<file path="config.mk">
export PLATFORM = sky130hd
export DESIGN_NAME = cache_top
export DESIGN_NICKNAME = d
export VERILOG_FILES = /design/src/hdl/cache_pkg.sv /design/src/hdl/cache_lookup_if.sv /design/src/hdl/repl_fifo.sv /design/src/hdl/tag_store.sv /design/src/hdl/cache_ctrl.sv /design/src/hdl/cache_top.sv
export SDC_FILE = /design/constraint.sdc
export NUM_CORES = 1
export LEC_CHECK = 0
export BUFFER_PORTS_ARGS = -buffer_cell sky130_fd_sc_hd__buf_2
export CAP_MARGIN = 0
export CORE_AREA = 3 3 469 471
export CTS_BUF_LIST = sky130_fd_sc_hd__clkbuf_16
export CTS_CLUSTER_DIAMETER = 60
export DETAILED_ROUTE_END_ITERATION = 10
export DIE_AREA = 0 0 472 474
export PLACE_DENSITY_LB_ADDON = 0.15
export SYNTH_ARGS = -nofsm -noshare
export SYNTH_HDL_FRONTEND = slang
export SYNTH_HIERARCHICAL = 1
export SYNTH_SLANG_ARGS = --single-unit
</file>
<file path="constraint.sdc">
create_clock -name clk -period 6.8 [get_ports clk]
set_input_delay 0.34 -clock clk [delete_from_list [all_inputs] [get_ports clk]]
set_output_delay 0.34 -clock clk [all_outputs]
set_load 0.005 [all_outputs]
</file>
<file path="src/hdl/cache_pkg.sv">
// cache package
// geometry of the 4-way read-only cache, the address view and the way number type
`default_nettype none

package cache_pkg;

    // geometry
    localparam int NUM_WAYS = 4;
    localparam int NUM_SETS = 8;

    // word address and data widths
    localparam int ADDR_W = 16;
    localparam int DATA_W = 32;

    // address split, tag above index
    localparam int INDEX_W = $clog2(NUM_SETS);
    localparam int TAG_W   = ADDR_W - INDEX_W;

    // way number within a set
    typedef logic [$clog2(NUM_WAYS)-1:0] way_t;

    // tag and set index as the store sees them
    typedef struct packed {
        logic [TAG_W-1:0]   tag;
        logic [INDEX_W-1:0] index;
    } cache_addr_fields_t;

    // one word address, forwarded raw or decoded into tag and index
    typedef union packed {
        logic [ADDR_W-1:0]  raw;
        cache_addr_fields_t fields;
    } cache_addr_u;

endpackage

`default_nettype wire

</file>
<file path="src/hdl/cache_lookup_if.sv">
// lookup and fill bus between the cache controller and the tag/data store
`timescale 1ns/1ns
`default_nettype none

interface cache_lookup_if import cache_pkg::*; ();

    // controller side
    logic              lookup;
    logic              fill;
    cache_addr_u       addr;
    logic [DATA_W-1:0] fill_data;

    // store side, registered one cycle after lookup
    logic              hit;
    logic [DATA_W-1:0] rdata;

    modport ctrl (
        output lookup,
        output fill,
        output addr,
        output fill_data,
        input  hit,
        input  rdata
    );

    modport store (
        input  lookup,
        input  fill,
        input  addr,
        input  fill_data,
        output hit,
        output rdata
    );

endinterface

`default_nettype wire

</file>
<file path="src/hdl/repl_fifo.sv">
// age-based replacement state for one cache set
// names the lowest-numbered way whose age has reached zero
`timescale 1ns/1ns
`default_nettype none

module repl_fifo #(
    parameter int unsigned SET_ASSOC = 4
) (
    input  logic                         clk,
    input  logic                         rst,

    input  logic [SET_ASSOC-1:0]         access,
    input  logic                         update,

    output logic [$clog2(SET_ASSOC)-1:0] repl_index
);

    // one age counter per way
    logic [$clog2(SET_ASSOC)-1:0] age      [SET_ASSOC];
    logic [$clog2(SET_ASSOC)-1:0] age_next [SET_ASSOC];
    logic [SET_ASSOC-1:0]         age_zero;
    logic [$clog2(SET_ASSOC)-1:0] zero_min;

    // only 2 and 4 ways are meant to be used
    if (SET_ASSOC != 2 && SET_ASSOC != 4) begin : g_bad_assoc
        $error("repl_fifo supports SET_ASSOC of 2 or 4 only");
    end

    for (genvar i = 0; i < SET_ASSOC; i++) begin : g_zero
        assign age_zero[i] = ~|age[i];
    end

    // priority encoder, lowest way wins
    always_comb begin
        zero_min = '0;
        for (int i = SET_ASSOC - 1; i >= 0; i--) begin
            if (age_zero[i]) begin
                zero_min = i[$clog2(SET_ASSOC)-1:0];
            end
        end
    end

    assign repl_index = zero_min;

    // accessed way goes to max age, the rest count down toward zero
    always_comb begin
        for (int i = 0; i < SET_ASSOC; i++) begin
            if (access[i]) begin
                age_next[i] = '1;
            end else if (!age_zero[i]) begin
                age_next[i] = age[i] - 1'b1;
            end else begin
                age_next[i] = age[i];
            end
        end
    end

    always_ff @(posedge clk) begin
        if (rst) begin
            for (int i = 0; i < SET_ASSOC; i++) begin
                age[i] <= '0;
            end
        end else if (update) begin
            age <= age_next;
        end
    end

    // the store hands over a single hit or victim way per update
    a_access_onehot: assert property (@(posedge clk) disable iff (rst)
        update |-> $onehot0(access));

endmodule

`default_nettype wire

</file>
<file path="src/hdl/tag_store.sv">
// tag, valid and data arrays of the 4-way cache
// answers lookups one cycle later and writes the victim way on fill
`timescale 1ns/1ns
`default_nettype none

module tag_store import cache_pkg::*; (
    input  logic clk,
    input  logic rst,
    cache_lookup_if.store bus
);

    // storage, one word per line
    logic [TAG_W-1:0]    tag_mem  [NUM_SETS][NUM_WAYS];
    logic [DATA_W-1:0]   data_mem [NUM_SETS][NUM_WAYS];
    logic [NUM_WAYS-1:0] valid    [NUM_SETS];

    logic [INDEX_W-1:0]  idx;
    logic [TAG_W-1:0]    tag;
    logic [NUM_WAYS-1:0] set_valid;
    logic [NUM_WAYS-1:0] match;
    way_t                hit_way;
    logic                free_found;
    way_t                free_way;
    way_t                victim;
    logic [NUM_WAYS-1:0] victim_onehot;

    // per-set replacement hookup
    logic [NUM_SETS-1:0] set_update;
    logic [NUM_WAYS-1:0] set_access [NUM_SETS];
    way_t                set_repl   [NUM_SETS];

    assign idx       = bus.addr.fields.index;
    assign tag       = bus.addr.fields.tag;
    assign set_valid = valid[idx];

    // tag compare across the addressed set
    always_comb begin
        for (int w = 0; w < NUM_WAYS; w++) begin
            match[w] = set_valid[w] && (tag_mem[idx][w] == tag);
        end
    end

    always_comb begin
        hit_way = '0;
        for (int w = NUM_WAYS - 1; w >= 0; w--) begin
            if (match[w]) begin
                hit_way = way_t'(w);
            end
        end
    end

    // empty ways are used before the age rule
    always_comb begin
        free_found = 1'b0;
        free_way   = '0;
        for (int w = NUM_WAYS - 1; w >= 0; w--) begin
            if (!set_valid[w]) begin
                free_found = 1'b1;
                free_way   = way_t'(w);
            end
        end
    end

    assign victim        = free_found ? free_way : set_repl[idx];
    assign victim_onehot = NUM_WAYS'(1) << victim;

    for (genvar s = 0; s < NUM_SETS; s++) begin : g_set
        // a miss lookup leaves the ages alone
        assign set_update[s] = (idx == INDEX_W'(s)) && ((bus.lookup && |match) || bus.fill);
        assign set_access[s] = !set_update[s] ? '0 : (bus.fill ? victim_onehot : match);

        repl_fifo #(
            .SET_ASSOC (NUM_WAYS)
        ) u_repl (
            .clk        (clk),
            .rst        (rst),
            .access     (set_access[s]),
            .update     (set_update[s]),
            .repl_index (set_repl[s])
        );
    end

    // valid bits and the hit flag
    always_ff @(posedge clk) begin
        if (rst) begin
            for (int s = 0; s < NUM_SETS; s++) begin
                valid[s] <= '0;
            end
            bus.hit <= 1'b0;
        end else begin
            if (bus.lookup) begin
                bus.hit <= |match;
            end
            if (bus.fill) begin
                valid[idx][victim] <= 1'b1;
            end
        end
    end

    // line contents and read data
    always_ff @(posedge clk) begin
        if (bus.lookup) begin
            bus.rdata <= data_mem[idx][hit_way];
        end
        if (bus.fill) begin
            tag_mem[idx][victim]  <= tag;
            data_mem[idx][victim] <= bus.fill_data;
        end
    end

    a_no_lookup_with_fill: assert property (@(posedge clk) disable iff (rst)
        !(bus.lookup && bus.fill));

    // a line is never filled twice into one set
    a_single_match: assert property (@(posedge clk) disable iff (rst)
        bus.lookup |-> $onehot0(match));

endmodule

`default_nettype wire

</file>
<file path="src/hdl/cache_ctrl.sv">
// cache controller
// runs the requester and memory handshakes around lookup, fetch and fill
`timescale 1ns/1ns
`default_nettype none

module cache_ctrl import cache_pkg::*; (
    input  logic              clk,
    input  logic              rst,

    // requester
    input  logic              req,
    output logic              ack,
    input  cache_addr_u       addr,
    output logic [DATA_W-1:0] rdata,
    output logic              hit,

    // backing memory
    output logic              mem_req,
    input  logic              mem_ack,
    output logic [ADDR_W-1:0] mem_addr,
    input  logic [DATA_W-1:0] mem_rdata,

    cache_lookup_if.ctrl      bus
);

    enum logic [2:0] {
        IDLE,
        LOOKUP,
        MEM_WAIT,
        FILL,
        RESPOND,
        MEM_RELEASE
    } state;

    cache_addr_u addr_q;
    logic        lookup_q;
    logic        fill_q;
    logic        result_ready;

    // lookup pulse has gone by, store answer is on the bus
    assign result_ready = (state == LOOKUP) && !lookup_q;

    assign bus.lookup    = lookup_q;
    assign bus.fill      = fill_q;
    assign bus.addr      = addr_q;
    assign bus.fill_data = rdata;
    assign mem_addr      = addr_q.raw;

    always_ff @(posedge clk) begin
        if (rst) begin
            state    <= IDLE;
            ack      <= 1'b0;
            hit      <= 1'b0;
            mem_req  <= 1'b0;
            lookup_q <= 1'b0;
            fill_q   <= 1'b0;
        end else begin
            lookup_q <= 1'b0;
            fill_q   <= 1'b0;
            case (state)
                IDLE: begin
                    if (req) begin
                        lookup_q <= 1'b1;
                        state    <= LOOKUP;
                    end
                end
                LOOKUP: begin
                    if (result_ready) begin
                        hit <= bus.hit;
                        if (bus.hit) begin
                            ack   <= 1'b1;
                            state <= RESPOND;
                        end else begin
                            mem_req <= 1'b1;
                            state   <= MEM_WAIT;
                        end
                    end
                end
                MEM_WAIT: begin
                    if (mem_ack) begin
                        mem_req <= 1'b0;
                        fill_q  <= 1'b1;
                        state   <= FILL;
                    end
                end
                FILL: begin
                    ack   <= 1'b1;
                    state <= MEM_RELEASE;
                end
                MEM_RELEASE: begin
                    // memory must finish its handshake before the next request
                    if (!mem_ack) begin
                        if (!req) begin
                            ack   <= 1'b0;
                            state <= IDLE;
                        end else begin
                            state <= RESPOND;
                        end
                    end
                end
                RESPOND: begin
                    if (!req) begin
                        ack   <= 1'b0;
                        state <= IDLE;
                    end
                end
                default: state <= IDLE;
            endcase
        end
    end

    // request address and returned word
    always_ff @(posedge clk) begin
        if (state == IDLE && req) begin
            addr_q <= addr;
        end
        if (result_ready && bus.hit) begin
            rdata <= bus.rdata;
        end
        if (state == MEM_WAIT && mem_ack) begin
            rdata <= mem_rdata;
        end
    end

    a_mem_addr_stable: assert property (@(posedge clk) disable iff (rst)
        mem_req && $past(mem_req) |-> $stable(mem_addr));

    a_ack_needs_req: assert property (@(posedge clk) disable iff (rst)
        $rose(ack) |-> req);

endmodule

`default_nettype wire

</file>
<file path="src/hdl/cache_top.sv">
// read-only 4-way cache top level
// requester and backing memory handshakes as plain ports
`timescale 1ns/1ns
`default_nettype none

module cache_top import cache_pkg::*; (
    input  logic              clk,
    input  logic              rst,

    input  logic              req,
    output logic              ack,
    input  logic [ADDR_W-1:0] addr,
    output logic [DATA_W-1:0] rdata,
    output logic              hit,

    output logic              mem_req,
    input  logic              mem_ack,
    output logic [ADDR_W-1:0] mem_addr,
    input  logic [DATA_W-1:0] mem_rdata
);

    cache_lookup_if lookup_bus ();

    cache_ctrl u_ctrl (
        .clk       (clk),
        .rst       (rst),
        .req       (req),
        .ack       (ack),
        .addr      (addr),
        .rdata     (rdata),
        .hit       (hit),
        .mem_req   (mem_req),
        .mem_ack   (mem_ack),
        .mem_addr  (mem_addr),
        .mem_rdata (mem_rdata),
        .bus       (lookup_bus.ctrl)
    );

    tag_store u_store (
        .clk (clk),
        .rst (rst),
        .bus (lookup_bus.store)
    );

endmodule

`default_nettype wire

</file>
* Yosys cells after proc, flatten, opt, wreduce, memory -nomap -nowiden
Memories as Yosys holds them, arrays and structs flattened. A register that Yosys moved wholly into a read port is not among the register bits. Index checks and enable logic that the tools add are counted. Widths: inputs -> output; s select.
Word-level totals: flip-flop bits (word level) 153, bits in writable memories 1472, input bits 52, output and inout bits 51, logic and storage cells 406, memories kept 3
Memories:
- u_store.data_mem | depth 8, width 128, rd ports 1, clocked after memory_dff 1, wr ports 1, RTL line tag_store.sv:14 | logic [DATA_W-1:0] data_mem [NUM_SETS][NUM_WAYS];
- u_store.tag_mem | depth 8, width 52, rd ports 1, clocked after memory_dff 1, wr ports 1, RTL line tag_store.sv:13 | logic [TAG_W-1:0] tag_mem [NUM_SETS][NUM_WAYS];
- u_store.valid | depth 8, width 4, rd ports 1, clocked after memory_dff 1, wr ports 8, RTL line tag_store.sv:15 | logic [NUM_WAYS-1:0] valid [NUM_SETS];
Operators by class: add/sub/neg operators 32, $lt $le $gt $ge 6, equal/unequal tests 23, shifts and indexed selects 1, mux-type cells 164, bitwise gates (word level) 5, reduce and logical (&&, ||, !) cells 130
Operators with widths (count):
- $mux 2 | 107
- $mux 32 | 5
- $mux 128 | 1
- $reduce_bool 2->1 | 34
- $reduce_or 2->1 | 34
- $reduce_and 2->1 | 33
- $bmux 32 s2 | 1
- $demux 32 s2 | 1
- $sub 2x1->2 const B | 32
- $eq 13x13->1 | 4
- $mux 52 | 1
- $mux 4 | 12
- $mux 3 | 11
- $demux 13 s2 | 1
- $logic_and 1x1->1 | 19
- $eq 3x3->1 const B | 6
- $mux 1 | 18
- $pmux 3 s6 | 1
- $mux 13 | 1
- $eq 3x2->1 const B | 4
- $ne 2x2->1 const B | 5
- $reduce_and 4->1 | 2
- $reduce_or 4->1 | 2
- $bmux 2 s3 | 1
- other kinds (19) | 25

* Longest topological paths before layout
word-level depth 16, gate-level depth with buffers 18, gate-level depth less buffers 16

* By module
The synthesis kept the hierarchy.
Modules (own cells, without submodules):
- tag_store | times used 1, cells each 2695, area an instance 58489.8 um^2, sequential area each 44863.0 um^2
- repl_fifo | times used 8, cells each 51, area an instance 445.4 um^2, sequential area each 160.2 um^2
- cache_ctrl | times used 1, cells each 180, area an instance 2763.9 um^2, sequential area each 1601.5 um^2

* Worst setup path before layout
No wires, ideal clock.
path kind register to register, from register u_ctrl.addr_q (netlist bit u_ctrl/bus.addr[2]), to memory u_store/data_mem[0][64] in the netlist's numbering (enable), setup time 0.449 ns, data arrival time 4.469 ns, data required time 6.351 ns, setup slack 1.882 ns, cell stages (with the launch flop) 12, buffers on the path 5, period minus slack after synthesis 4.918 ns, cells stage by stage edfxtp_1 > buf_4 > buf_2 > inv_1 > buf_2 > buf_1 > mux2_2 > inv_1 > nor2_1 > or4_1 > clkbuf_1 > nor2_1
On the way: longest elaborated chain between the ends 11, elaborated cells on any way between the ends 12, classes of those cells 2 x order compare; 7 x mux; 2 x bitwise; 1 x reduce/logical
Ends and longest elaborated chain:
- from (decl) | RTL line cache_ctrl.sv:35 | cache_addr_u addr_q;
- from (signal assigned) | RTL line cache_ctrl.sv:115 | addr_q <= addr;
- $not 3->4 (implied by the code) | RTL line tag_store.sv:64 | assign victim = free_found ? free_way : set_repl[idx];
- $bmux 2 s3 | RTL line tag_store.sv:64
- $mux 2 (implied by the code) (2 in a row) | RTL line tag_store.sv:64
- $mux 2 | RTL line tag_store.sv:64
- $not 2->3 (implied by the code) | RTL line tag_store.sv:107 | data_mem[idx][victim] <= bus.fill_data;
- $ge 3x3->1 (implied by the code) / $lt 3x1->1 (equally long branches) | RTL line tag_store.sv:107
- $logic_and 1x1->1 (implied by the code) | RTL line tag_store.sv:107
- $mux 32 (implied by the code) | RTL line tag_store.sv:107
- $demux 32 s2 | RTL line tag_store.sv:107
- $mux 128 (implied by the code) | RTL line tag_store.sv:107
- to (decl) | RTL line tag_store.sv:14
Several ways; a longest one is shown, not always the timed one. The select of a mux whose other input is x is not followed.

==> impl_metrics.env <==
export IMPL_syn_to_final_growth_pct=16.5
export IMPL_antenna_found_initial=4
export IMPL_avgRoutedWirePerCell_um=27.1
export IMPL_synthesis_area_per_instance_um2=19.7
export IMPL_drc=0
export IMPL_synth_top_family_by_area="multiplexers"
export IMPL_die_area_um2=224000
export IMPL_gr_usage_met2_pct=26.0
export IMPL_yosys_warnings=6
export IMPL_grt_ovfl_total=0
export IMPL_synth_edf_count=1520
export IMPL_yosys_area_share_simple_pct=2.70
export IMPL_synthMuxAreaShare_pct=17.0
export IMPL_use_met3_pct=2.68
export IMPL_globalplace_congestion=0.711
export IMPL_hold_path_depth=2
export IMPL_leakage_nw=24.1
export IMPL_hold_viol=0
export IMPL_arrival_ns=5.95
export IMPL_cts_buffers=189
export IMPL_synth_flop_cell="edfxtp_1"
export IMPL_synth_fp_nets=3367
export IMPL_cts_sinks=1625
export IMPL_path_max_fanout=71
export IMPL_peakVddDrop_mv=0.248
export IMPL_ys_types=79
export IMPL_core_rowCount=171
export IMPL_ys_ff_latch=1625
export IMPL_wirelength_um=177000
export IMPL_core_area_um2=217000
export IMPL_ys_seq_area_share_pct=73.7
export IMPL_relSlewSlack_pct=23.7
export IMPL_ios=103
export IMPL_max_cap_violations=0
export IMPL_required_ns=7.34
export IMPL_clk_latency_ns=0.84
export IMPL_io_buffer_count=102
export IMPL_nets=3627
export IMPL_first_pass_iters=7
export IMPL_layout_drive_gt1_share_pct=26.8
export IMPL_dp_hpwl_um=94500
export IMPL_path_clk_slew_ns=0.05
export IMPL_status="finished, final reports clean"
export IMPL_ctsLongestPathBuffers=3
export IMPL_vias=32100
export IMPL_die_x_um=472
export IMPL_dpl_cell_area_um2=69100
export IMPL_antenna_left=0
export IMPL_cp_end_kind="flip-flop"
export IMPL_grt_use_met1_pct=21.4
export IMPL_p_per_area_nw_per_um2=297
export IMPL_ctsRootBufferMaster="clkbuf_16"
export IMPL_yosys_area_share_adder_pct=0.618
export IMPL_drt_initial_drc_count=2346
export IMPL_slew_viol_final=0
export IMPL_startpoint_type="flip-flop"
export IMPL_synth_area_um2=64800
export IMPL_synthArstFlopShare_pct=0
export IMPL_finalCritPeriodShare_pct=79.5
export IMPL_grt_busiest_layer="met2"
export IMPL_final_area_um2=75500
export IMPL_fin_skew_ns=0.0564
export IMPL_tns_ns=0
export IMPL_viasPerCell=4.90
export IMPL_grt_pass1_wl_um=252000
export IMPL_cts_tree="yes"
export IMPL_synth_xor_area_share_pct=0.568
export IMPL_ctsResizeCount=0
export IMPL_grt_max_degree=100
export IMPL_r2r_cells=11
export IMPL_start_util_pct=29.9
export IMPL_fmax_mhz=185
export IMPL_die_h_um=474
export IMPL_synth_compound_area_share_pct=2.92
export IMPL_path_class="reg -> reg"
export IMPL_hold_class="in -> reg"
export IMPL_grt_setup_unrepaired="false"
export IMPL_setup_violations=0
export IMPL_grt_use_total_pct=15.8
export IMPL_grt_pass1_vias=33400
export IMPL_htree_levels=4
export IMPL_synthCells=3283
export IMPL_fin_crit_ns=5.41
export IMPL_tightest_slew_ns=1.14
-- kinds of logic after synthesis --
logic type	after synthesis
DFF	1625
xor gates and xnor gates	42
muxes	688
buffers and inverters	292
adders and majority gates	32
and+or+nand+nor	343
AOI/OAI and AO/OA	261
-- sequential cells by signal (all words and copies together) (netlist names) --
signal                    cells
u_store/valid                32
u_store/bus.rdata            32
u_ctrl/state                  3
u_ctrl/mem_req                1
u_ctrl/ack                    1
u_store/data_mem           1024
u_store/bus.hit               1
u_store/tag_mem             416
u_store/g_set.u_repl/age     64
u_ctrl/bus.lookup             1
u_ctrl/bus.fill_data         32
u_ctrl/bus.addr              16
u_ctrl/bus.fill               1
u_ctrl/hit                    1
-- synthesized netlist by cell type (17+ instances only) --
master / number / area, µm²
nor3_1: 47 / 235
nand2b_1: 27 / 169
inv_1: 81 / 304
edfxtp_1: 1520 / 45600
mux2i_1: 266 / 2660
nor2_1: 158 / 593
ha_1: 32 / 400
a311oi_1: 48 / 420
xnor2_1: 25 / 219
mux4_2: 310 / 6980
mux2_4: 28 / 420
a21oi_1: 67 / 335
a211oi_1: 25 / 188
mux2_2: 83 / 935
buf_6: 21 / 236
buf_1: 36 / 135
xor2_1: 17 / 149
clkbuf_1: 58 / 218
o22ai_1: 31 / 194
buf_4: 60 / 450
nand2_1: 31 / 116
buf_2: 27 / 135
dfxtp_1: 105 / 2100
-- critical path: stages, from the launching register on --
cell and delay, ns:
edfxtp_1 0.77, buf_12 0.42, nand2_1 0.68, o22ai_1 0.41, a22oi_1 0.15, a21oi_1 0.20
o2111ai_1 0.22, or4_4 0.65, nand2b_1 0.22, a21oi_4 0.18, buf_4 0.74, mux2_2 0.41
-- worst paths after layout --
path                                  start                        endpoint  slack (ns)
max reg2reg              u_ctrl/bus.addr[1]           u_store/bus.rdata[11]        1.39
min                                addr[13]             u_ctrl/bus.addr[13]        0.23
max                      u_ctrl/bus.addr[1]           u_store/bus.rdata[11]        1.39
min reg2reg  u_store/g_set[0].u_repl/age[0]  u_store/g_set[0].u_repl/age[0]        0.47
-- power breakdown --
part	internal [mW]	switching [mW]	leakage [nW]
combinational	0.763	0.989	6.57
sequential	11.1	0.123	14.5
clock	5.41	4.11	3.04
total	17.2	5.22	24.1
-- placed cells by master, fill, tap and decap left out, drive strengths merged, types with 25 or more instances in the layout --
cell type    synthesis  final
buf                152    228
nor2               158    158
o22ai               31     31
a21oi               84     84
a311oi              48     48
dfxtp              105    105
xnor2               25     25
mux4               311    311
dlygate4sd3          0     51
ha                  32     32
mux2               111    111
mux2i              266    266
nand2b              44     44
inv                 82    144
clkinv               0     76
a211oi              26     26
edfxtp            1520   1520
nand2               31     31
nor3                47     47
clkbuf              58    191
-- metal layers --
metal,wire length [µm],part of all wire (%)
met1,79800,45
met2,85400,48
met3,7520,4.2
met4,4460,2.5
met5,13,0.0073
-- what timing repair did --
item / CTS / global route
endpoints found under the setup margin: 0 / 0
buffers inserted: 0 / 0
hold buffers: 51 / 0
endpoints found under the hold margin: 56 / 0
-- cell type report --
cell class,instances,area [µm²]
multi-input combinational,1366,15700
timing repair buffer,279,2310
clock inverter,151,1080
antenna,1,2.50
inverter,82,315
fill,20400,141000
sequential,1625,47700
tap,2854,3570
clock buffer,191,4780
-- through the flow --
step                      std cells  total power [mW]  util (%)  worst slack (ns)  hold slack [ns]
after floorplan                3283              12.6         -              1.88            0.409
after global placement         6155              13.2      31.9              1.33            0.444
after detailed placement       6155              13.2      31.9              1.39            0.459
after CTS                      6548              22.8      34.9              1.37            0.119
after global routing           6549              23.3      34.9              1.14            0.176
final                          6549              22.5      34.9              1.39            0.233
Power figures use the tool's default switching activity.
